File: src/source/ecc_pkg.sv
package ecc_pkg;

  // Check bits per codeword
  localparam int ECC_WIDTH = 6;

  // Longest data word that keeps distance 4 with the 0x47 column table
  localparam int MAX_DATA_WIDTH = 25;

  localparam int CNT_WIDTH = 16;

  typedef enum logic [1:0] {
    ST_CLEAN     = 2'd0,
    ST_CORRECTED = 2'd1,
    ST_DETECTED  = 2'd2
  } ecc_status_e;

  // Syndrome column of data bit idx as generated from polynomial 0x47
  function automatic logic [ECC_WIDTH-1:0] ecc_column(input int idx);
    logic [ECC_WIDTH-1:0] col;
    col = '0;
    if (idx < MAX_DATA_WIDTH) begin
      case (idx)
        0:  col = 6'h07;
        1:  col = 6'h0e;
        2:  col = 6'h1c;
        3:  col = 6'h38;
        4:  col = 6'h37;
        5:  col = 6'h29;
        6:  col = 6'h15;
        7:  col = 6'h2a;
        8:  col = 6'h13;
        9:  col = 6'h26;
        10: col = 6'h0b;
        11: col = 6'h16;
        12: col = 6'h2c;
        13: col = 6'h1f;
        14: col = 6'h3e;
        15: col = 6'h3b;
        16: col = 6'h31;
        17: col = 6'h25;
        18: col = 6'h0d;
        19: col = 6'h1a;
        20: col = 6'h34;
        21: col = 6'h2f;
        22: col = 6'h19;
        23: col = 6'h32;
        default: col = 6'h23;
      endcase
    end
    return col;
  endfunction

endpackage
File: src/source/ecc_mem_top.sv
`timescale 1ns/1ns

module ecc_mem_top
  import ecc_pkg::*;
#(
  parameter int DATA_WIDTH = 16,
  parameter int ADDR_WIDTH = 4
) (
  input  logic                            i_clk,
  input  logic                            i_rst,
  input  logic                            i_wr_en,
  input  logic [ADDR_WIDTH-1:0]           i_wr_addr,
  input  logic [DATA_WIDTH-1:0]           i_wr_data,
  input  logic [DATA_WIDTH+ECC_WIDTH-1:0] i_wr_flip,
  input  logic                            i_rd_en,
  input  logic [ADDR_WIDTH-1:0]           i_rd_addr,
  input  logic                            i_corr_disable,
  output logic                            o_rd_valid,
  output logic [DATA_WIDTH-1:0]           o_rd_data,
  output ecc_status_e                     o_rd_status,
  output logic [CNT_WIDTH-1:0]            o_cnt_corrected,
  output logic [CNT_WIDTH-1:0]            o_cnt_detected
);

  logic [ECC_WIDTH-1:0]  wr_ecc;
  logic [DATA_WIDTH-1:0] arr_data;
  logic [ECC_WIDTH-1:0]  arr_ecc;
  logic                  arr_valid;
  logic [DATA_WIDTH-1:0] syn_data;
  logic [ECC_WIDTH-1:0]  syn_syndrome;
  logic                  syn_valid;

  ecc_6_hd4_encode #(
    .DATA_WIDTH (DATA_WIDTH)
  ) u_wr_encode (
    .i_data (i_wr_data),
    .o_ecc  (wr_ecc)
  );

  ecc_mem_array #(
    .DATA_WIDTH (DATA_WIDTH),
    .ADDR_WIDTH (ADDR_WIDTH)
  ) u_array (
    .i_clk      (i_clk),
    .i_rst      (i_rst),
    .i_wr_en    (i_wr_en),
    .i_wr_addr  (i_wr_addr),
    .i_wr_data  (i_wr_data),
    .i_wr_ecc   (wr_ecc),
    .i_wr_flip  (i_wr_flip),
    .i_rd_en    (i_rd_en),
    .i_rd_addr  (i_rd_addr),
    .o_rd_data  (arr_data),
    .o_rd_ecc   (arr_ecc),
    .o_rd_valid (arr_valid)
  );

  ecc_syndrome_stage #(
    .DATA_WIDTH (DATA_WIDTH)
  ) u_syndrome (
    .i_clk      (i_clk),
    .i_rst      (i_rst),
    .i_valid    (arr_valid),
    .i_data     (arr_data),
    .i_ecc      (arr_ecc),
    .o_valid    (syn_valid),
    .o_data     (syn_data),
    .o_syndrome (syn_syndrome)
  );

  ecc_output_stage #(
    .DATA_WIDTH (DATA_WIDTH)
  ) u_output (
    .i_clk           (i_clk),
    .i_rst           (i_rst),
    .i_valid         (syn_valid),
    .i_data          (syn_data),
    .i_syndrome      (syn_syndrome),
    .i_corr_disable  (i_corr_disable),
    .o_valid         (o_rd_valid),
    .o_data          (o_rd_data),
    .o_status        (o_rd_status),
    .o_cnt_corrected (o_cnt_corrected),
    .o_cnt_detected  (o_cnt_detected)
  );

endmodule

File: src/source/ecc_output_stage.sv
`timescale 1ns/1ns

module ecc_output_stage
  import ecc_pkg::*;
#(
  parameter int DATA_WIDTH = 16
) (
  input  logic                  i_clk,
  input  logic                  i_rst,
  input  logic                  i_valid,
  input  logic [DATA_WIDTH-1:0] i_data,
  input  logic [ECC_WIDTH-1:0]  i_syndrome,
  input  logic                  i_corr_disable,
  output logic                  o_valid,
  output logic [DATA_WIDTH-1:0] o_data,
  output ecc_status_e           o_status,
  output logic [CNT_WIDTH-1:0]  o_cnt_corrected,
  output logic [CNT_WIDTH-1:0]  o_cnt_detected
);

  logic [DATA_WIDTH-1:0] data_fixed;
  logic                  corrected;
  logic                  detected;

  ecc_6_hd4_correct #(
    .DATA_WIDTH (DATA_WIDTH)
  ) u_correct (
    .i_ecc       (i_syndrome),
    .i_data      (i_data),
    .i_disable   (i_corr_disable),
    .o_data      (data_fixed),
    .o_corrected (corrected),
    .o_detected  (detected)
  );

  always_ff @(posedge i_clk) begin
    o_data <= data_fixed;
    if (detected) begin
      o_status <= ST_DETECTED;
    end else if (corrected) begin
      o_status <= ST_CORRECTED;
    end else begin
      o_status <= ST_CLEAN;
    end
  end

  // Counters move together with the result they describe and stick at all ones
  always_ff @(posedge i_clk) begin
    if (i_rst) begin
      o_valid         <= 1'b0;
      o_cnt_corrected <= '0;
      o_cnt_detected  <= '0;
    end else begin
      o_valid <= i_valid;
      if (i_valid && corrected && (o_cnt_corrected != '1)) begin
        o_cnt_corrected <= o_cnt_corrected + 1'b1;
      end
      if (i_valid && detected && (o_cnt_detected != '1)) begin
        o_cnt_detected <= o_cnt_detected + 1'b1;
      end
    end
  end

endmodule

File: src/source/ecc_syndrome_stage.sv
`timescale 1ns/1ns

module ecc_syndrome_stage
  import ecc_pkg::*;
#(
  parameter int DATA_WIDTH = 16
) (
  input  logic                  i_clk,
  input  logic                  i_rst,
  input  logic                  i_valid,
  input  logic [DATA_WIDTH-1:0] i_data,
  input  logic [ECC_WIDTH-1:0]  i_ecc,
  output logic                  o_valid,
  output logic [DATA_WIDTH-1:0] o_data,
  output logic [ECC_WIDTH-1:0]  o_syndrome
);

  logic [ECC_WIDTH-1:0] ecc_calc;

  ecc_6_hd4_encode #(
    .DATA_WIDTH (DATA_WIDTH)
  ) u_encode (
    .i_data (i_data),
    .o_ecc  (ecc_calc)
  );

  // The syndrome compares stored against recomputed check bits and is zero for an intact word
  always_ff @(posedge i_clk) begin
    o_data     <= i_data;
    o_syndrome <= ecc_calc ^ i_ecc;
  end

  always_ff @(posedge i_clk) begin
    if (i_rst) begin
      o_valid <= 1'b0;
    end else begin
      o_valid <= i_valid;
    end
  end

endmodule

File: src/source/ecc_mem_array.sv
`timescale 1ns/1ns

module ecc_mem_array
  import ecc_pkg::*;
#(
  parameter int DATA_WIDTH = 16,
  parameter int ADDR_WIDTH = 4
) (
  input  logic                            i_clk,
  input  logic                            i_rst,
  input  logic                            i_wr_en,
  input  logic [ADDR_WIDTH-1:0]           i_wr_addr,
  input  logic [DATA_WIDTH-1:0]           i_wr_data,
  input  logic [ECC_WIDTH-1:0]            i_wr_ecc,
  input  logic [DATA_WIDTH+ECC_WIDTH-1:0] i_wr_flip,
  input  logic                            i_rd_en,
  input  logic [ADDR_WIDTH-1:0]           i_rd_addr,
  output logic [DATA_WIDTH-1:0]           o_rd_data,
  output logic [ECC_WIDTH-1:0]            o_rd_ecc,
  output logic                            o_rd_valid
);

  localparam int CW_WIDTH = DATA_WIDTH + ECC_WIDTH;
  localparam int DEPTH    = 2 ** ADDR_WIDTH;

  logic [CW_WIDTH-1:0] mem [0:DEPTH-1];
  logic [CW_WIDTH-1:0] rd_word;
  logic                rd_valid;

  // Check bits sit above the data and the flip mask corrupts the stored word
  always_ff @(posedge i_clk) begin
    if (i_wr_en) begin
      mem[i_wr_addr] <= {i_wr_ecc, i_wr_data} ^ i_wr_flip;
    end
    // Nonblocking update gives the old word on a same-address collision
    if (i_rd_en) begin
      rd_word <= mem[i_rd_addr];
    end
  end

  always_ff @(posedge i_clk) begin
    if (i_rst) begin
      rd_valid <= 1'b0;
    end else begin
      rd_valid <= i_rd_en;
    end
  end

  assign o_rd_data  = rd_word[DATA_WIDTH-1:0];
  assign o_rd_ecc   = rd_word[CW_WIDTH-1:DATA_WIDTH];
  assign o_rd_valid = rd_valid;

endmodule

File: src/source/ecc_6_hd4_correct.sv
`timescale 1ns/1ns

module ecc_6_hd4_correct
  import ecc_pkg::*;
#(
  parameter int DATA_WIDTH = 16
) (
  input  logic [ECC_WIDTH-1:0]  i_ecc,
  input  logic [DATA_WIDTH-1:0] i_data,
  // Only the data fix is suppressed while the event flags stay active
  input  logic                  i_disable,
  output logic [DATA_WIDTH-1:0] o_data,
  output logic                  o_corrected,
  output logic                  o_detected
);

  logic [DATA_WIDTH-1:0] data;
  logic                  corrected;
  logic                  detected;

  always_comb begin
    // Any nonzero syndrome starts out as an uncorrectable event
    corrected = 1'b0;
    detected  = (i_ecc != '0);
    data      = i_data;

    // A unit vector points at one of the stored check bits
    for (int n = 0; n < ECC_WIDTH; n++) begin
      if (i_ecc == (ECC_WIDTH'(1) << n)) begin
        corrected = 1'b1;
        detected  = 1'b0;
      end
    end

    // A match with a data column locates the flipped data bit
    for (int n = 0; n < DATA_WIDTH; n++) begin
      if (i_ecc == ecc_column(n)) begin
        corrected = 1'b1;
        detected  = 1'b0;
        data[n]   = ~i_data[n];
      end
    end
  end

  assign o_data      = i_disable ? i_data : data;
  assign o_corrected = corrected;
  assign o_detected  = detected;

endmodule

File: src/source/ecc_6_hd4_encode.sv
`timescale 1ns/1ns

module ecc_6_hd4_encode
  import ecc_pkg::*;
#(
  parameter int DATA_WIDTH = 16
) (
  input  logic [DATA_WIDTH-1:0] i_data,
  output logic [ECC_WIDTH-1:0]  o_ecc
);

  logic [ECC_WIDTH-1:0] ecc;

  // Each set data bit contributes its column to the check word
  always_comb begin
    ecc = '0;
    for (int n = 0; n < DATA_WIDTH; n++) begin
      if (i_data[n]) begin
        ecc = ecc ^ ecc_column(n);
      end
    end
  end

  assign o_ecc = ecc;

endmodule

File: config.mk
export PLATFORM = sky130hd
export DESIGN_NAME = ecc_mem_top
export DESIGN_NICKNAME = d
export VERILOG_FILES = /design/src/source/ecc_pkg.sv /design/src/source/ecc_mem_top.sv /design/src/source/ecc_output_stage.sv /design/src/source/ecc_syndrome_stage.sv /design/src/source/ecc_mem_array.sv /design/src/source/ecc_6_hd4_correct.sv /design/src/source/ecc_6_hd4_encode.sv
export SDC_FILE = /design/constraint.sdc
export NUM_CORES = 1
export LEC_CHECK = 0
export ABC_AREA = 1
export BUFFER_PORTS_ARGS = -buffer_cell sky130_fd_sc_hd__clkbuf_2
export CAP_MARGIN = 10
export CORE_ASPECT_RATIO = 0.9
export CORE_MARGIN = 5
export CORE_UTILIZATION = 42
export DETAILED_ROUTE_END_ITERATION = 10
export GPL_TIMING_DRIVEN = 0
export SETUP_SLACK_MARGIN = 0.15
export SYNTH_ARGS = -nofsm -noshare
export SYNTH_HDL_FRONTEND = slang
export SYNTH_HIERARCHICAL = 1
export SYNTH_SLANG_ARGS = --single-unit
File: constraint.sdc
create_clock -name i_clk -period 1.8 [get_ports i_clk]
set_input_delay 0.09 -clock i_clk [delete_from_list [all_inputs] [get_ports i_clk]]
set_output_delay 0.09 -clock i_clk [all_outputs]
set_load 0.01 [all_outputs]
==> Word-level counts from Yosys, hierarchy flattened <==
Memories as Yosys holds them, arrays and structs flattened. A register that Yosys moved wholly into a read port is not among the register bits.
Index checks and enable logic that the tools add are counted.
{ "totals": {"input_bits": 51, "output_inout_bits": 51, "ram_bits": 352, "reg_bits": 75, "n_memories": 1} }
{ "classes": {"n_reduce_logical": 5, "muxes": 126, "add_sub_neg": 2, "bitwise": 48, "n_eq_ne": 24} }
{ "memory_table": {"columns": ["memory", "words", "word_bits", "rd", "rd_ports_with_merged_regs", "write_ports", "line_no", "rtl"], "rows": [
  ["u_array.mem", 16, 22, 1, 1, 1, "ecc_mem_array.sv:26", "logic [CW_WIDTH-1:0] mem [0:DEPTH-1];"]
]} }
{ "op_table": {"columns": ["operator", "count"], "rows": [
  ["$mux 6", 60],
  ["$xor 6x6->6", 31],
  ["$mux 1", 63],
  ["$eq 6x6->1 const B", 9],
  ["$eq 6x5->1 const B", 6],
  ["$add 16x1->16 const B", 2],
  ["$ne 16x16->1 const B", 2],
  ["$xor 22x22->22", 1],
  ["$eq 6x4->1 const B", 3],
  ["$mux 16", 1],
  ["$not 1->1", 16],
  ["$eq 6x3->1 const B", 2],
  ["$eq 6x1->1 const B", 1],
  ["$eq 6x2->1 const B", 1],
  ["$mux 3", 2],
  ["$reduce_bool 6->1", 1],
  ["$logic_and 1x1->1", 4]
]} }

==> Longest topological paths before layout <==
{ "depth": {"word_depth": 32, "mapped_depth": 16, "ltp_nobuf": 16} }

==> By module <==
The synthesis kept the hierarchy.
{ "modules_own_cells": {"columns": ["mod", "n_inst", "seq_area_each_um2", "area_per_inst_um2", "cells_per_inst"], "rows": [
  ["ecc_mem_array", 1, 11250.8, 16084.2, 1491],
  ["ecc_output_stage", 1, 1021.0, 2267.2, 318],
  ["ecc_6_hd4_encode", 2, 0.0, 778.2, 163],
  ["ecc_syndrome_stage", 1, 460.4, 580.6, 55],
  ["ecc_6_hd4_correct", 1, 0.0, 564.3, 119]
]} }

==> Worst setup path before layout <==
No wires, ideal clock.
{ "synth_path": {"kind": "register to register", "from": "reg u_syndrome.o_syndrome[1]", "to": "reg u_output.o_cnt_detected[8]", "path_buffers": 0, "setup_ns": 0.115, "arrival_time_ns": 1.773, "path_slack_ns": -0.088, "path_stages_with_launch": 17, "synth_period_minus_slack_ns": 1.888, "path_cell_list": "dfxtp_1 -> nor2_2 -> inv_1 -> nand2_1 -> nand2_1 -> nand2_1 -> nand2_1 -> nor2_1 -> nand2_1 -> nor2_1 -> nand2_2 -> nor2_1 -> nand2_1 -> nor2_2 -> nand3_1 -> nand2_1 -> nor2_1"} }
{ "synth_via": {"elab_chain_len": 25, "elab_cells_between_ends": 47, "classes_between": "22 x eq/ne; 22 x mux; 3 x reduce/logical"} }
{ "synth_rtl": {"columns": ["element", "line_no", "rtl"], "rows": [
  ["from (decl)", "ecc_syndrome_stage.sv:15", "output logic [ECC_WIDTH-1:0] o_syndrome"],
  ["from (signal assigned)", "ecc_syndrome_stage.sv:30", "o_syndrome <= ecc_calc ^ i_ecc;"],
  ["$eq 6x1->1 or $reduce_bool 6->1 (tied branches)", "ecc_6_hd4_correct.sv:29, ecc_6_hd4_correct.sv:24", null],
  ["$mux 1 (6 in series)", "ecc_6_hd4_correct.sv:29", "if (i_ecc == (ECC_WIDTH'(1) << n)) begin"],
  ["$mux 1 (15 in series)", "ecc_6_hd4_correct.sv:37", "if (i_ecc == ecc_column(n)) begin"],
  ["$mux 1 (*)", "ecc_6_hd4_correct.sv:37", null],
  ["named net u_output.detected", "ecc_output_stage.sv:23", "logic detected;"],
  ["$logic_and 1x1->1 (*) (2 in series)", "ecc_output_stage.sv:58", "if (i_valid && detected && (o_cnt_detected != '1)) begin"],
  ["to (signal assigned)", "ecc_output_stage.sv:59", "o_cnt_detected <= o_cnt_detected + 1'b1;"],
  ["to (decl)", "ecc_output_stage.sv:18", "output logic [CNT_WIDTH-1:0] o_cnt_detected"]
]} }
The timed path passes the listed nets; every way through them passes the cells marked *.
A chain may end at the register's enable or synchronous reset.

==> Final worst setup path <==
{ "layout_path": {"from": "reg u_syndrome.o_syndrome[1]", "to": "reg u_output.o_cnt_corrected[13]"} }
{ "layout_via": {"elab_chain_len": 25, "elab_cells_between_ends": 46, "classes_between": "22 x eq/ne; 22 x mux; 2 x reduce/logical"} }
{ "layout_rtl": {"columns": ["element", "line_no", "rtl"], "rows": [
  ["$eq 6x1->1", "ecc_6_hd4_correct.sv:29", null],
  ["$mux 1 (6 in series)", "ecc_6_hd4_correct.sv:29", null],
  ["$mux 1 (15 in series)", "ecc_6_hd4_correct.sv:37", null],
  ["$mux 1 (*)", "ecc_6_hd4_correct.sv:37", null],
  ["named net u_output.corrected", "ecc_output_stage.sv:22", "logic corrected;"],
  ["$logic_and 1x1->1 (*) (2 in series)", "ecc_output_stage.sv:55", "if (i_valid && corrected && (o_cnt_corrected != '1)) begin"],
  ["to (signal assigned)", "ecc_output_stage.sv:56", "o_cnt_corrected <= o_cnt_corrected + 1'b1;"],
  ["to (decl)", "ecc_output_stage.sv:17", "output logic [CNT_WIDTH-1:0] o_cnt_corrected,"]
]} }
Marked as above.

==> metrics.csv <==
stage,metric,value,unit
power,max-vdd-ir-drop,0.631,mV
worst_setup_path,critPathTopFamily,simple AND/OR/NAND/NOR gates,
global_routing,grt_remaining_overflow,0,
final_layout,layout-drive-gt1-share,0.170,
cts,clk_path_buf_depth,3,
final_layout,antenna_cells,0,
route,antenna_left,0,
route,via_per_inst,4.88,
global_routing,grt_pass1_wl,85.4,mm
worst_setup_path,path_common_cell,nor2_4,
logic_synthesis,synthCells,2309,
cts,clkTransAtPathRegs,0.06,ns
worst_setup_path,r2r_slack,-0.18,ns
logic_synthesis,synth_seq_cells,449,
job,cap_violations,0,
final_layout,regArea,12800,um^2
final_layout,fin_util,0.509,
cts,tritoncts,done,
route,firstDrtPassIters,5,
worst_setup_path,max_stage_delay,0.39,ns
floorplanning,start_util,0.427,
worst_setup_path,r2r_start,u_syndrome/o_syndrome[1],
power,leakagePower,0.0111,uW
cts,cts.htree.levels,2,
power,swShare,0.261,
logic_synthesis,synth.net_count,2362,
route,wl_per_cell,17.3,um
min_path,hold_class,primary input to flip-flop,
sta,slew_headroom,0.105,
power,intPower,18800,uW
sta,period_minus_slack,1.98,ns
floorplanning,die_w,246,um
route,drc,0,
placed_design,dp_hpwl,37.5,mm
worst_setup_path,path_max_fanout,5,
logic_synthesis,synth_top_family_by_area,simple AND/OR/NAND/NOR gates,
power,clkPwrFrac,0.381,
global_routing,grt_util_all_layers,0.201,
sta,fin_crit_sh,1.10,
sta,slew_viol_final,0,
floorplanning,dieArea,54700,um^2
placed_design,gp_congestion,0.879,
floorplanning,num_rows,77,
logic_synthesis,synth_compound_area_frac,0.00779,
worst_setup_path,slowest_stage,dfxtp_4,
sta,fmax,0.505,GHz
outcome,outcome,"complete, but fails checks",
floorplanning,io_pins,102,
placed_design,pre_cts_ws,-0.582,ns
sta,hold_viol,0,
cts,cts_sinks,449,
power,seqPwrFrac,0.479,
worst_setup_path,worstSetupStartpointType,flip-flop,
logic_synthesis,synth-simple-area-share,0.253,
logic_synthesis,yosysSeqAreaShare,0.605,
logic_synthesis,yosysTopAreaCellShare,0.533,
logic_synthesis,netlist_area,21100,um^2
global_routing,grt_pass1_vias,14994,
global_routing,grt_max_degree,24,
cts,clockRootBuffer,clkbuf_16,
outcome,failed_checks,setup timing,
logic_synthesis,synth_warnings,6,
worst_setup_path,crit_arrival,2.45,ns
logic_synthesis,synth_area_leader_cell,edfxtp_1,
route,vias,15734,
sta,fin_ws,-0.181,ns
floorplanning,die_y,222,um
final_layout,fin_nets,2569,
worst_setup_path,cp-end-kind,flip-flop,
final_layout,fillCellCount,4522,
sta,fin_skew,0.0198,ns
worst_setup_path,crit_type,flip-flop to flip-flop,
logic_synthesis,synth_xor_area_frac,0.0352,
worst_setup_path,crit_required,2.27,ns
cts,cts_buffers,49,
min_path,min_from,i_wr_flip[21],
sta,rsz0062_at_grt,yes,
placed_design,numPortBuffers,98,
sta,finalSetupViolations,29,
final_layout,area_delta_synth_final,19.2,%
worst_setup_path,worstPathBufferInverterCount,2,
power,p_switching,6650,uW
final_layout,multi_input_area,6810,um^2
logic_synthesis,syn_area_per_cell,9.12,um^2
route,drt-total-wl,55.9,mm
logic_synthesis,ys_types,32,
worst_setup_path,startpoint,u_syndrome/o_syndrome[1],
global_routing,antenna_found_initial,1,
sta,worst_slew_pin_slew,1.34,ns
power,comb_power_share,0.140,
floorplanning,coreArea,49300,um^2
worst_setup_path,crit_chain,inv_2 -> nor2_4 -> nand3_2 -> nand2_2 -> nor2_4 -> buf_4 -> nand3_2 -> nand2_4 -> nor2_4 -> nand3_1 -> nor2_2 -> nand3_1 -> nand2_1 -> nor2_1,
logic_synthesis,synthMuxAreaShare,0,
route,drtIter0Drc,1404,
logic_synthesis,synth_adder_area_share,0.00119,
power,powerDensity,1010,nW/um^2
logic_synthesis,synthTopCellsByArea,"edfxtp_1 53%, nand2_1 13%, nand3_1 8.2%",
cts,clk-insertion-delay-late,0.59,ns
==> power by group through the flow <==
| stage | Combinational (uW) | Sequential [uW] | Clock, uW |
|---|---|---|---|
| after floorplan | 1920 | 12300 | 0 |
| after global placement | 2900 | 12400 | 0 |
| after detailed placement | 3050 | 12400 | 0 |
| after CTS | 3310 | 12200 | 9870 |
| after global routing | 3910 | 12200 | 10300 |
| final | 3560 | 12200 | 9690 |
==> through the flow <==
step	hold WS [ns]	std cells	area (um^2)	power [uW]	TNS, ns
floorplan	0.159	2309	21100	14300	0
global placement	0.358	3078	22400	15300	-373.68
detailed placement	0.366	3092	22700	15400	-41.23
CTS	0.0105	3200	24700	25400	-0.493
global route	0.0116	3223	25100	26500	-7.23
finish	0.0280	3223	25100	25400	-3.23
==> cells in the final DEF, fill, tap and decap left out, types with 12 or more instances in the layout <==
master and n:
a21oi_1 19, buf_2 28, buf_4 55, buf_6 23, clkbuf_1 19, clkbuf_16 51, clkbuf_2 101, clkinv_1 12
dfxtp_1 69, dlygate4sd3_1 16, edfxtp_1 374, inv_1 356, inv_2 25, nand2_1 740, nand2_2 16, nand3_1 330
nand3_2 17, nor2_1 85, nor2_2 21, nor2_4 37, xnor2_1 34, xor2_1 38
==> flip-flops by register name, summed over array words and instances (netlist names), 2 cells and up <==
signal	flops
u_array/mem	352
u_array/rd_word	22
u_output/o_cnt_corrected	16
u_output/o_cnt_detected	16
u_output/o_data	16
u_output/o_status	2
u_syndrome/o_data	16
u_syndrome/o_syndrome	6
==> worst register-to-register path, delay by kind of cell, from the launching register on <==
kind,cells,cell delay [ns]
and+or+nand+nor,12,1.30
DFF,1,0.39
buffers and inverters,2,0.19
==> cell usage after synthesis <==
cell type  count
inv_4          2
nand3_1      346
dfxtp_1       75
xnor2_2        2
xnor2_1       36
nand3b_1       8
o21ai_1        1
nor2_2         9
nand2_2        5
nor2_1       129
o21ai_0        7
nor3_1         1
or2_2          1
buf_1          8
nand3_2        3
buf_6         16
inv_1        369
buf_8          1
edfxtp_1     374
inv_2         15
clkbuf_1      12
buf_4         26
ha_1           2
xor2_1        45
nor2_4         5
nand2_1      755
clkinv_1       2
nand4_1        1
o21ai_2        1
a21oi_1       23
buf_2         28
nand4_4        1
==> layer usage <==
layer,routed length [um],global-route usage,vias to the layer above,share of wire
met1,23300,0.269,7337,0.42
met4,1710,0.0628,0,0.030
met2,26400,0.337,569,0.47
met3,4450,0.0365,124,0.080
li1,-,-,7704,-
met5,0,0,-,0
==> cells by family (layout without fill, tap and decap cells) <==
| kind of cell | Yosys count | in the layout |
|---|---|---|
| xor gates and xnor gates | 83 | 83 |
| buffers and inverters | 479 | 722 |
| AOI/OAI and AO/OA | 32 | 32 |
| adders and majority gates | 2 | 2 |
| DFF | 449 | 449 |
| and+or+nand+nor | 1264 | 1264 |
==> path summary, 6_finish.rpt <==
kind | endpoint | cells after the start
worst max-delay path | u_output/o_cnt_corrected[13] | 14
worst min-delay path | u_array/mem[4][21] | 3
worst min register to register | u_syndrome/o_data[12] | 0
worst max register to register | u_output/o_cnt_corrected[13] | 14
==> final cells by class <==
type	count	share of cell area
Sequential cell	449	0.508
Multi-Input combinational cell	1381	0.271
Inverter	388	0.0586
Clock buffer	66	0.0552
Timing Repair Buffer	156	0.0427
Tap cell	671	0.0335
Buffer	91	0.0243
Clock inverter	21	0.00623
==> repair_timing <==
action,in CTS,in global routing
gates resized for setup,74,45
hold endpoints to repair,48,16
pin swaps,7,22
hold buffers,11,5
buffers inserted,10,13
setup endpoints to repair,64,67
Power figures use the tool's default switching activity.
